<file path="config.mk">
export PLATFORM = sky130hd
export DESIGN_NAME = issue_stage
export DESIGN_NICKNAME = d
export VERILOG_FILES = /design/src/reg_pkg.sv /design/src/fu_pkg.sv /design/src/issue_stage.sv /design/src/ex_dispatch_reg.sv /design/src/operand_mux.sv /design/src/issue_hazard.sv /design/src/gpr_regfile.sv
export VERILOG_INCLUDE_DIRS = /design/src /design/src/src
export SDC_FILE = /design/constraint.sdc
export NUM_CORES = 2
export LEC_CHECK = 0
export BUFFER_PORTS_ARGS = -buffer_cell sky130_fd_sc_hd__clkbuf_2
export CORE_ASPECT_RATIO = 0.9
export CORE_UTILIZATION = 47
export CTS_BUF_LIST = sky130_fd_sc_hd__clkbuf_4
export DETAILED_ROUTE_END_ITERATION = 6
export SYNTH_ARGS = -nofsm -noshare
export SYNTH_HDL_FRONTEND = slang
export SYNTH_SLANG_ARGS = --single-unit
</file>
<file path="constraint.sdc">
create_clock -name clk_i -period 3 [get_ports clk_i]
set_input_delay 0 -clock clk_i [delete_from_list [all_inputs] [get_ports clk_i]]
set_output_delay 0 -clock clk_i [all_outputs]
set_load 0.01 [all_outputs]
</file>
<file path="src/issue_settings.svh">
`ifndef ISSUE_SETTINGS_SVH
`define ISSUE_SETTINGS_SVH

// ----------------------------------------
// datapath widths
// ----------------------------------------

// integer data word
`define ISSUE_XLEN 32

// architectural integer registers, x0 included
`define ISSUE_NR_REGS 32
`define ISSUE_REG_ADDR_BITS 5

// ----------------------------------------
// commit and scoreboard sizing
// ----------------------------------------

// commit write ports into the register file
`define ISSUE_NR_COMMIT 2
// scoreboard tag carried with each entry
`define ISSUE_TRANS_ID_BITS 3

`endif
</file>
<file path="src/reg_pkg.sv">
`default_nettype none

`include "issue_settings.svh"

package reg_pkg;

  // one integer data word
  typedef logic [`ISSUE_XLEN-1:0] xlen_t;

  // architectural register index
  typedef logic [`ISSUE_REG_ADDR_BITS-1:0] reg_addr_t;

  // scoreboard slot tag
  typedef logic [`ISSUE_TRANS_ID_BITS-1:0] trans_id_t;

  // commit side, one lane per commit port
  typedef reg_addr_t [`ISSUE_NR_COMMIT-1:0] commit_addr_t;
  typedef xlen_t [`ISSUE_NR_COMMIT-1:0] commit_data_t;

endpackage

`default_nettype wire

</file>
<file path="src/fu_pkg.sv">
`default_nettype none

`include "issue_settings.svh"

package fu_pkg;

  // functional unit that consumes an issued entry
  typedef enum logic [2:0] {
    NONE,
    ALU,
    CTRL_FLOW,
    LOAD,
    STORE,
    MULT,
    CSR
  } fu_t;

  // operation code, passed to execute untouched
  typedef enum logic [3:0] {
    ADD, SUB, XORL, ORL,
    ANDL, SLL, SRL, SRA,
    SLTS, SLTU, EQ, NE,
    LW, SW, MUL, CSR_RW
  } fu_op_t;

  // pending writer of each register, NONE when nothing is in flight
  typedef fu_t [`ISSUE_NR_REGS-1:0] clobber_table_t;

endpackage

`default_nettype wire

</file>
<file path="src/issue_stage.sv">
`default_nettype none

`include "issue_settings.svh"

module issue_stage
  import fu_pkg::*;
  import reg_pkg::*;
(
  input  logic                        clk_i,
  input  logic                        rst_ni,
  input  logic                        flush_i,
  input  logic                        stall_i,
  // scoreboard entry
  input  logic                        issue_valid_i,
  input  fu_t                         issue_fu_i,
  input  fu_op_t                      issue_op_i,
  input  reg_addr_t                   issue_rs1_i,
  input  reg_addr_t                   issue_rs2_i,
  input  reg_addr_t                   issue_rd_i,
  input  xlen_t                       issue_imm_i,
  input  xlen_t                       issue_pc_i,
  input  trans_id_t                   issue_trans_id_i,
  input  logic                        issue_use_imm_i,
  input  logic                        issue_use_pc_i,
  input  logic                        issue_use_zimm_i,
  input  logic                        issue_is_compressed_i,
  input  logic                        issue_ex_valid_i,
  output logic                        issue_ack_o,
  output logic                        stall_issue_o,
  // scoreboard forwarding
  input  xlen_t                       rs1_fwd_i,
  input  logic                        rs1_fwd_valid_i,
  input  xlen_t                       rs2_fwd_i,
  input  logic                        rs2_fwd_valid_i,
  input  clobber_table_t              rd_clobber_i,
  // commit
  input  commit_addr_t                commit_waddr_i,
  input  commit_data_t                commit_wdata_i,
  input  logic [`ISSUE_NR_COMMIT-1:0] commit_we_i,
  // execute readiness
  input  logic                        flu_ready_i,
  input  logic                        lsu_ready_i,
  // toward execute
  output xlen_t                       operand_a_o,
  output xlen_t                       operand_b_o,
  output xlen_t                       imm_o,
  output fu_t                         fu_o,
  output fu_op_t                      op_o,
  output trans_id_t                   trans_id_o,
  output xlen_t                       pc_o,
  output logic                        is_compressed_o,
  output logic                        alu_valid_o,
  output logic                        branch_valid_o,
  output logic                        lsu_valid_o,
  output logic                        mult_valid_o,
  output logic                        csr_valid_o
);

  xlen_t rf_rs1;
  xlen_t rf_rs2;
  xlen_t operand_a;
  xlen_t operand_b;
  logic  fwd_rs1;
  logic  fwd_rs2;

  // ----------------------------------------
  // integer register file
  // ----------------------------------------
  gpr_regfile gpr_regfile_inst (
    .clk_i     (clk_i),
    .rst_ni    (rst_ni),
    .raddr_a_i (issue_rs1_i),
    .raddr_b_i (issue_rs2_i),
    .rdata_a_o (rf_rs1),
    .rdata_b_o (rf_rs2),
    .waddr_i   (commit_waddr_i),
    .wdata_i   (commit_wdata_i),
    .we_i      (commit_we_i)
  );

  // hazards, forwarding and acknowledge
  issue_hazard issue_hazard_inst (
    .issue_valid_i    (issue_valid_i),
    .issue_fu_i       (issue_fu_i),
    .issue_rs1_i      (issue_rs1_i),
    .issue_rs2_i      (issue_rs2_i),
    .issue_rd_i       (issue_rd_i),
    .issue_use_zimm_i (issue_use_zimm_i),
    .issue_ex_valid_i (issue_ex_valid_i),
    .rs1_fwd_valid_i  (rs1_fwd_valid_i),
    .rs2_fwd_valid_i  (rs2_fwd_valid_i),
    .rd_clobber_i     (rd_clobber_i),
    .commit_waddr_i   (commit_waddr_i),
    .commit_we_i      (commit_we_i),
    .stall_i          (stall_i),
    .flu_ready_i      (flu_ready_i),
    .lsu_ready_i      (lsu_ready_i),
    // registered multiply valid fed back
    .mult_pending_i   (mult_valid_o),
    .fwd_rs1_o        (fwd_rs1),
    .fwd_rs2_o        (fwd_rs2),
    .stall_o          (stall_issue_o),
    .issue_ack_o      (issue_ack_o)
  );

  // operand selection
  operand_mux operand_mux_inst (
    .issue_fu_i       (issue_fu_i),
    .issue_rs1_i      (issue_rs1_i),
    .issue_imm_i      (issue_imm_i),
    .issue_pc_i       (issue_pc_i),
    .issue_use_imm_i  (issue_use_imm_i),
    .issue_use_pc_i   (issue_use_pc_i),
    .issue_use_zimm_i (issue_use_zimm_i),
    .fwd_rs1_i        (fwd_rs1),
    .fwd_rs2_i        (fwd_rs2),
    .rs1_fwd_i        (rs1_fwd_i),
    .rs2_fwd_i        (rs2_fwd_i),
    .rf_rs1_i         (rf_rs1),
    .rf_rs2_i         (rf_rs2),
    .operand_a_o      (operand_a),
    .operand_b_o      (operand_b)
  );

  // ----------------------------------------
  // ID/EX register
  // ----------------------------------------
  ex_dispatch_reg ex_dispatch_reg_inst (
    .clk_i                 (clk_i),
    .rst_ni                (rst_ni),
    .flush_i               (flush_i),
    .issue_valid_i         (issue_valid_i),
    .issue_ack_i           (issue_ack_o),
    .issue_ex_valid_i      (issue_ex_valid_i),
    .issue_fu_i            (issue_fu_i),
    .issue_op_i            (issue_op_i),
    .issue_imm_i           (issue_imm_i),
    .issue_pc_i            (issue_pc_i),
    .issue_trans_id_i      (issue_trans_id_i),
    .issue_is_compressed_i (issue_is_compressed_i),
    .operand_a_i           (operand_a),
    .operand_b_i           (operand_b),
    .operand_a_o           (operand_a_o),
    .operand_b_o           (operand_b_o),
    .imm_o                 (imm_o),
    .fu_o                  (fu_o),
    .op_o                  (op_o),
    .trans_id_o            (trans_id_o),
    .pc_o                  (pc_o),
    .is_compressed_o       (is_compressed_o),
    .alu_valid_o           (alu_valid_o),
    .branch_valid_o        (branch_valid_o),
    .lsu_valid_o           (lsu_valid_o),
    .mult_valid_o          (mult_valid_o),
    .csr_valid_o           (csr_valid_o)
  );

endmodule

`default_nettype wire

</file>
<file path="src/ex_dispatch_reg.sv">
`default_nettype none

`include "issue_settings.svh"

module ex_dispatch_reg
  import fu_pkg::*;
  import reg_pkg::*;
(
  input  logic      clk_i,
  input  logic      rst_ni,
  input  logic      flush_i,
  // handshake of the current entry
  input  logic      issue_valid_i,
  input  logic      issue_ack_i,
  input  logic      issue_ex_valid_i,
  // entry payload
  input  fu_t       issue_fu_i,
  input  fu_op_t    issue_op_i,
  input  xlen_t     issue_imm_i,
  input  xlen_t     issue_pc_i,
  input  trans_id_t issue_trans_id_i,
  input  logic      issue_is_compressed_i,
  input  xlen_t     operand_a_i,
  input  xlen_t     operand_b_i,
  // toward execute
  output xlen_t     operand_a_o,
  output xlen_t     operand_b_o,
  output xlen_t     imm_o,
  output fu_t       fu_o,
  output fu_op_t    op_o,
  output trans_id_t trans_id_o,
  output xlen_t     pc_o,
  output logic      is_compressed_o,
  output logic      alu_valid_o,
  output logic      branch_valid_o,
  output logic      lsu_valid_o,
  output logic      mult_valid_o,
  output logic      csr_valid_o
);

  logic dispatch;

  // accepted and not faulting, so a unit must start
  assign dispatch = issue_valid_i & issue_ack_i & ~issue_ex_valid_i;

  // ----------------------------------------
  // payload, loads every cycle
  // ----------------------------------------
  always_ff @(posedge clk_i) begin
    operand_a_o     <= operand_a_i;
    operand_b_o     <= operand_b_i;
    imm_o           <= issue_imm_i;
    trans_id_o      <= issue_trans_id_i;
    pc_o            <= issue_pc_i;
    is_compressed_o <= issue_is_compressed_i;
  end

  // unit and op tags come out of reset in a known state
  always_ff @(posedge clk_i or negedge rst_ni) begin
    if (!rst_ni) begin
      fu_o <= NONE;
      op_o <= ADD;
    end else begin
      fu_o <= issue_fu_i;
      op_o <= issue_op_i;
    end
  end

  // ----------------------------------------
  // per-unit valids
  // ----------------------------------------
  // one-hot decode of the fu, flush wins over a fresh issue
  always_ff @(posedge clk_i or negedge rst_ni) begin
    if (!rst_ni) begin
      alu_valid_o    <= 1'b0;
      branch_valid_o <= 1'b0;
      lsu_valid_o    <= 1'b0;
      mult_valid_o   <= 1'b0;
      csr_valid_o    <= 1'b0;
    end else begin
      alu_valid_o    <= dispatch && !flush_i && (issue_fu_i == ALU);
      branch_valid_o <= dispatch && !flush_i && (issue_fu_i == CTRL_FLOW);
      lsu_valid_o    <= dispatch && !flush_i && (issue_fu_i inside {LOAD, STORE});
      mult_valid_o   <= dispatch && !flush_i && (issue_fu_i == MULT);
      csr_valid_o    <= dispatch && !flush_i && (issue_fu_i == CSR);
    end
  end

endmodule

`default_nettype wire

</file>
<file path="src/operand_mux.sv">
`default_nettype none

`include "issue_settings.svh"

module operand_mux
  import fu_pkg::*;
  import reg_pkg::*;
(
  input  fu_t       issue_fu_i,
  input  reg_addr_t issue_rs1_i,
  input  xlen_t     issue_imm_i,
  input  xlen_t     issue_pc_i,
  input  logic      issue_use_imm_i,
  input  logic      issue_use_pc_i,
  input  logic      issue_use_zimm_i,
  // forward selects from hazard logic
  input  logic      fwd_rs1_i,
  input  logic      fwd_rs2_i,
  // forwarded scoreboard results
  input  xlen_t     rs1_fwd_i,
  input  xlen_t     rs2_fwd_i,
  // register file read data
  input  xlen_t     rf_rs1_i,
  input  xlen_t     rf_rs2_i,
  output xlen_t     operand_a_o,
  output xlen_t     operand_b_o
);

  xlen_t zimm;

  // csr immediate sits in the rs1 field, zero extended
  assign zimm = {{(`ISSUE_XLEN - `ISSUE_REG_ADDR_BITS){1'b0}}, issue_rs1_i};

  // ----------------------------------------
  // operand a
  // ----------------------------------------
  // zimm first, then pc, then forwarded, regfile last
  always_comb begin
    if (issue_use_zimm_i) begin
      operand_a_o = zimm;
    end else if (issue_use_pc_i) begin
      operand_a_o = issue_pc_i;
    end else if (fwd_rs1_i) begin
      operand_a_o = rs1_fwd_i;
    end else begin
      operand_a_o = rf_rs1_i;
    end
  end

  // ----------------------------------------
  // operand b
  // ----------------------------------------
  // stores and branches keep rs2 here, their imm goes out separately
  always_comb begin
    if (issue_use_imm_i && (issue_fu_i != STORE) && (issue_fu_i != CTRL_FLOW)) begin
      operand_b_o = issue_imm_i;
    end else if (fwd_rs2_i) begin
      operand_b_o = rs2_fwd_i;
    end else begin
      operand_b_o = rf_rs2_i;
    end
  end

endmodule

`default_nettype wire

</file>
<file path="src/issue_hazard.sv">
`default_nettype none

`include "issue_settings.svh"

module issue_hazard
  import fu_pkg::*;
  import reg_pkg::*;
(
  // current scoreboard entry
  input  logic                        issue_valid_i,
  input  fu_t                         issue_fu_i,
  input  reg_addr_t                   issue_rs1_i,
  input  reg_addr_t                   issue_rs2_i,
  input  reg_addr_t                   issue_rd_i,
  input  logic                        issue_use_zimm_i,
  input  logic                        issue_ex_valid_i,
  // scoreboard forwarding state
  input  logic                        rs1_fwd_valid_i,
  input  logic                        rs2_fwd_valid_i,
  input  clobber_table_t              rd_clobber_i,
  // commit writes in this cycle
  input  commit_addr_t                commit_waddr_i,
  input  logic [`ISSUE_NR_COMMIT-1:0] commit_we_i,
  // external stall and unit readiness
  input  logic                        stall_i,
  input  logic                        flu_ready_i,
  input  logic                        lsu_ready_i,
  input  logic                        mult_pending_i,
  output logic                        fwd_rs1_o,
  output logic                        fwd_rs2_o,
  output logic                        stall_o,
  output logic                        issue_ack_o
);

  fu_t  rs1_owner;
  fu_t  rs2_owner;
  logic rs1_stall;
  logic rs2_stall;
  logic fu_busy;
  logic rd_released;

  // ----------------------------------------
  // RAW check and forwarding
  // ----------------------------------------
  assign rs1_owner = rd_clobber_i[issue_rs1_i];
  assign rs2_owner = rd_clobber_i[issue_rs2_i];

  // csr results are never forwarded, they come through the regfile
  // zimm carries an immediate in the rs1 field, no dependency there
  always_comb begin
    fwd_rs1_o = 1'b0;
    fwd_rs2_o = 1'b0;
    rs1_stall = 1'b0;
    rs2_stall = 1'b0;
    if (!issue_use_zimm_i && (rs1_owner != NONE)) begin
      if (rs1_fwd_valid_i && (rs1_owner != CSR)) begin
        fwd_rs1_o = 1'b1;
      end else begin
        rs1_stall = 1'b1;
      end
    end
    if (rs2_owner != NONE) begin
      if (rs2_fwd_valid_i && (rs2_owner != CSR)) begin
        fwd_rs2_o = 1'b1;
      end else begin
        rs2_stall = 1'b1;
      end
    end
  end

  assign stall_o = stall_i | rs1_stall | rs2_stall;

  // ----------------------------------------
  // unit busy
  // ----------------------------------------
  always_comb begin
    unique case (issue_fu_i)
      ALU, CTRL_FLOW, CSR, MULT: fu_busy = ~flu_ready_i;
      LOAD, STORE:               fu_busy = ~lsu_ready_i;
      default:                   fu_busy = 1'b0;
    endcase
  end

  // ----------------------------------------
  // WAW check and acknowledge
  // ----------------------------------------
  // a commit writing rd this cycle frees the destination
  always_comb begin
    rd_released = 1'b0;
    for (int unsigned i = 0; i < `ISSUE_NR_COMMIT; i++) begin
      if (commit_we_i[i] && (commit_waddr_i[i] == issue_rd_i)) begin
        rd_released = 1'b1;
      end
    end
  end

  always_comb begin
    issue_ack_o = 1'b0;
    if (issue_valid_i) begin
      if (!stall_o && !fu_busy && ((rd_clobber_i[issue_rd_i] == NONE) || rd_released)) begin
        issue_ack_o = 1'b1;
      end
      // faulting entries and unit-less entries bypass execute
      if (issue_ex_valid_i || (issue_fu_i == NONE)) begin
        issue_ack_o = 1'b1;
      end
    end
    // multiply result owns the fixed-latency writeback next cycle
    if (mult_pending_i && (issue_fu_i inside {ALU, CTRL_FLOW, CSR})) begin
      issue_ack_o = 1'b0;
    end
  end

endmodule

`default_nettype wire

</file>
<file path="src/gpr_regfile.sv">
`default_nettype none

`include "issue_settings.svh"

module gpr_regfile
  import reg_pkg::*;
(
  input  logic                        clk_i,
  input  logic                        rst_ni,
  // operand read ports
  input  reg_addr_t                   raddr_a_i,
  input  reg_addr_t                   raddr_b_i,
  output xlen_t                       rdata_a_o,
  output xlen_t                       rdata_b_o,
  // commit write ports
  input  commit_addr_t                waddr_i,
  input  commit_data_t                wdata_i,
  input  logic [`ISSUE_NR_COMMIT-1:0] we_i
);

  // register storage, x0 slot included but never written
  xlen_t [`ISSUE_NR_REGS-1:0] mem_q;

  // ----------------------------------------
  // write side
  // ----------------------------------------
  // later ports overwrite earlier ones, so the highest port wins
  always_ff @(posedge clk_i or negedge rst_ni) begin
    if (!rst_ni) begin
      mem_q <= '0;
    end else begin
      for (int unsigned i = 0; i < `ISSUE_NR_COMMIT; i++) begin
        // x0 stays hard zero
        if (we_i[i] && (waddr_i[i] != '0)) begin
          mem_q[waddr_i[i]] <= wdata_i[i];
        end
      end
    end
  end

  // ----------------------------------------
  // read side
  // ----------------------------------------
  // combinational, returns the value before a same-cycle write
  assign rdata_a_o = mem_q[raddr_a_i];
  assign rdata_b_o = mem_q[raddr_b_i];

endmodule

`default_nettype wire

</file>
==> out/summary.md <==
• number of detailed-route iterations in the first pass: 7
• clock latency on the worst-skew pair: 1.44 ns
• CTS tree: yes
• leakage power of the design: 38.3 nW
• peak fanout along the critical path: 4
• violated checks: design-rule violations
• Vias per Instance: 6.46
• Clk Tree Root Cell: sky130_fd_sc_hd__clkbuf_4
• number of warning messages in the yosys log: 0
• Bufs on Longest Clock Path: 4
• number of flops mapped to enable cells by yosys: 0
• max-cap viol count: 0
• part of the Yosys area used for sequential elements: 41.4%
• capturing element type of the critical path: output port
• wire length per cell: 30.4 um
• Total Neg Setup Slack: 0 ns
• final core area utilization: 60.0%
• max_slew headroom: 14.0%
• data arrival time of the critical path: 2.95 ns
• Reg clk slew, reported paths: 0.07 ns
• Layout Cells excl Fill: 9589
• routed wire length: 291 mm
• Die Width: 406 um
• Least-Margin Pin Slew: 1.29 ns
• # rows: 133
• io pins: 485
• final max-slew violation count: 0
• Crit Path Class: in2out
• result of the run: complete, but fails checks
• area of the placeable core: 146000 um2
• Peak supply drop: 0.462 mV
• Layout Skew: 0.118 ns
• Syn Std Cell Area: 69000 um2
• via count of the first global-routing pass: 62053
• number of instances in the synthesized netlist: 6223
• number of buffers created by CTS: 338
• clock period minus final worst setup slack: 2.95 ns
• Data required, critical path: 3.00 ns
• die height: 366 um
• DR DRC count: 4
• total grt overflow: 0
• number of input and output port buffers inserted: 484
• ys flop type: sky130_fd_sc_hd__dfrtp_1
• pin count of the biggest net entering global routing: 141
• startpoint type of the worst setup path: input pin
• proportion of layout cells with a drive suffix above 1: 26.6%
• post-synthesis area per instance: 11.1 um2
• H-tree levels: 5
• net count after synthesis: 6566
• Initial Util: 47.3%
• count of clock tree sinks: 1168
• share of the clock period used by the worst path after layout: 98.4%
• class of the most critical hold timing path: in2reg
• antenna violation net count after detailed routing: 0
• Placed Instances: 8146
• relative area change from synthesis to final layout: 27.0%
• detailed placer's ending HPWL: 161 mm
• global-route wire length before repair: 422 mm
• number of failing hold endpoints at the final stage: 0
• initial antenna violation count: 11
• power density relative to cell area: 592 nW/um2
• Iteration-0 DRC Markers: 7775
• routed vias: 61940
• register bit total from synthesis: 1168
• Placer Congestion: 0.911
• die footprint: 148000 um2
• number of failing setup endpoints in the final timing report: 0
• post-synthesis cell type count: 62
• maximum clock rate: 339 MHz
• nets: 7723
• async set-or-reset flop fraction in the synthesized netlist: 88.7%
• Total GRT Usage: 39.2%
## flip-flops by register name, summed over array words and instances (netlist names), 3 cells and up
| register | count |
|---|---|
| ex_dispatch_reg_inst.fu_o | 3 |
| ex_dispatch_reg_inst.imm_o | 32 |
| ex_dispatch_reg_inst.op_o | 4 |
| ex_dispatch_reg_inst.operand_a_o | 32 |
| ex_dispatch_reg_inst.operand_b_o | 32 |
| ex_dispatch_reg_inst.pc_o | 32 |
| ex_dispatch_reg_inst.trans_id_o | 3 |
| gpr_regfile_inst.mem_q | 1024 |
## metrics by stage
stage               cell area (um2)  total power, W  hold slack (ns)  setup slack, ns
CTS                           87600          0.0517           0.0157           0.0139
global placement              74500          0.0344         -0.00888            0.333
detailed placement            74500          0.0350          -0.0128            0.292
global route                  87600          0.0544           0.0882         -0.00943
floorplan                     69000          0.0305           -0.296            0.454
finish                        87600          0.0519           0.0723           0.0476
## where the power goes
group / switching [W] / internal [W] / total [W]
logic: 0.00624 / 0.00807 / 0.0143
clock network: 0.00757 / 0.00777 / 0.0153
registers: 0.00286 / 0.0194 / 0.0223
## cell families (layout without fill, tap and decap cells)
| kind of cell | after synthesis | after routing | share of synthesized area [%] |
|---|---|---|---|
| AO/OA/AOI/OAI | 1403 | 1403 | 11.9 |
| AND/OR/NAND/NOR | 1287 | 1287 | 7.52 |
| multiplexers | 1559 | 1559 | 34.5 |
| buffers and inverters | 790 | 2189 | 4.47 |
| other | 0 | 10 | 0 |
| XOR/XNOR | 12 | 12 | 0.152 |
| flip-flops | 1168 | 1168 | 41.4 |
| adder cells (fa/ha/maj) | 4 | 4 | 0.0725 |
## critical path: stages
cell and delay (ns):
sky130_fd_sc_hd__dlygate4sd3_1 0.55, sky130_fd_sc_hd__clkbuf_2 0.11, sky130_fd_sc_hd__dlygate4sd3_1 0.66, sky130_fd_sc_hd__inv_1 0.10, sky130_fd_sc_hd__ha_1 0.28, sky130_fd_sc_hd__mux2i_2 0.25
sky130_fd_sc_hd__o22ai_1 0.16, sky130_fd_sc_hd__a211oi_2 0.27, sky130_fd_sc_hd__a32oi_2 0.15, sky130_fd_sc_hd__a21oi_1 0.24, sky130_fd_sc_hd__clkbuf_2 0.17
## metal layers
metal	up-vias	wire, um	GRT usage, %
met1	30740	108000	51.1
met4	8	18200	22.6
li1	25829	-	-
met5	-	47	0
met2	4326	127000	57.6
met3	1037	37600	12.4
## worst paths after layout
check	slack [ns]	end	start	depth (start not counted)
setup / recovery	0.05	issue_ack_o	issue_fu_i[0]	11
hold / removal	0.07	ex_dispatch_reg_inst.operand_b_o[0]$_DFF_P_	issue_rs2_i[4]	6
setup reg to reg	0.11	ex_dispatch_reg_inst.operand_a_o[2]$_DFF_P_	gpr_regfile_inst.mem_q[290]$_DFF_PN0_	10
hold reg to reg	0.40	gpr_regfile_inst.mem_q[27]$_DFF_PN0_	gpr_regfile_inst.mem_q[27]$_DFF_PN0_	0
max in group asynchronous	1.43	gpr_regfile_inst.mem_q[167]$_DFF_PN0_	rst_ni	6
min in group asynchronous	0.27	gpr_regfile_inst.mem_q[512]$_DFF_PN0_	rst_ni	5
## cell usage after synthesis, types with 9 or more instances
library cell,instances,area [um2]
sky130_fd_sc_hd__o21ai_0,624,3120
sky130_fd_sc_hd__a21oi_1,307,1540
sky130_fd_sc_hd__nor4b_1,17,149
sky130_fd_sc_hd__mux2i_1,905,9060
sky130_fd_sc_hd__nor2_1,310,1160
sky130_fd_sc_hd__dfxtp_1,132,2640
sky130_fd_sc_hd__nor3_1,17,85.1
sky130_fd_sc_hd__buf_4,9,67.6
sky130_fd_sc_hd__nor2b_1,11,68.8
sky130_fd_sc_hd__a211oi_1,9,67.6
sky130_fd_sc_hd__o21ai_1,124,621
sky130_fd_sc_hd__buf_1,98,368
sky130_fd_sc_hd__o221ai_1,58,508
sky130_fd_sc_hd__nor4_1,18,113
sky130_fd_sc_hd__a32oi_1,202,1770
sky130_fd_sc_hd__a22oi_1,34,255
sky130_fd_sc_hd__a221oi_1,15,131
sky130_fd_sc_hd__nand2_1,849,3190
sky130_fd_sc_hd__mux4_2,651,14700
sky130_fd_sc_hd__or3_1,9,56.3
sky130_fd_sc_hd__buf_2,22,110
sky130_fd_sc_hd__dfrtp_1,1036,25900
sky130_fd_sc_hd__nand3_1,15,75.1
sky130_fd_sc_hd__clkbuf_1,642,2410
## cell usage in the layout (no fill, tap or decap), types with 9 or more instances in the layout
cell type	n
sky130_fd_sc_hd__clkbuf_4	487
sky130_fd_sc_hd__mux4_2	651
sky130_fd_sc_hd__nor2b_1	9
sky130_fd_sc_hd__nand2_1	836
sky130_fd_sc_hd__clkbuf_2	473
sky130_fd_sc_hd__o21ai_0	624
sky130_fd_sc_hd__diode_2	10
sky130_fd_sc_hd__dfxtp_1	132
sky130_fd_sc_hd__nor4_1	18
sky130_fd_sc_hd__a32oi_1	202
sky130_fd_sc_hd__clkinv_1	76
sky130_fd_sc_hd__dfrtp_1	1036
sky130_fd_sc_hd__nand2_2	9
sky130_fd_sc_hd__clkinv_2	11
sky130_fd_sc_hd__mux2i_1	904
sky130_fd_sc_hd__dlygate4sd3_1	816
sky130_fd_sc_hd__nor3_1	12
sky130_fd_sc_hd__o221ai_1	58
sky130_fd_sc_hd__buf_4	168
sky130_fd_sc_hd__a21oi_1	305
sky130_fd_sc_hd__nor4b_1	17
sky130_fd_sc_hd__a22oi_1	34
sky130_fd_sc_hd__a221oi_1	13
sky130_fd_sc_hd__nor2_1	279
sky130_fd_sc_hd__nor2_4	33
sky130_fd_sc_hd__o21ai_1	124
sky130_fd_sc_hd__buf_12	128
## cell type report
class / instances / area, um2
well taps: 1957 / 2450
fillers: 11985 / 58300
clock inverters: 95 / 479
clock buffers: 487 / 3660
repair buffers: 1596 / 14500
multi-input cells: 4265 / 37900
diodes: 10 / 25.0
inverters: 11 / 42.5
flip-flops and latches: 1168 / 28600
## repair_timing
item / in CTS / in global routing
hold buffers: 853 / 2
hold endpoints to repair: 2172 / 3
setup buffers: 0 / 1
endpoints found under the setup margin: 0 / 15
gates resized for setup: 0 / 11
No activity file was read; power rests on OpenSTA's default activity.
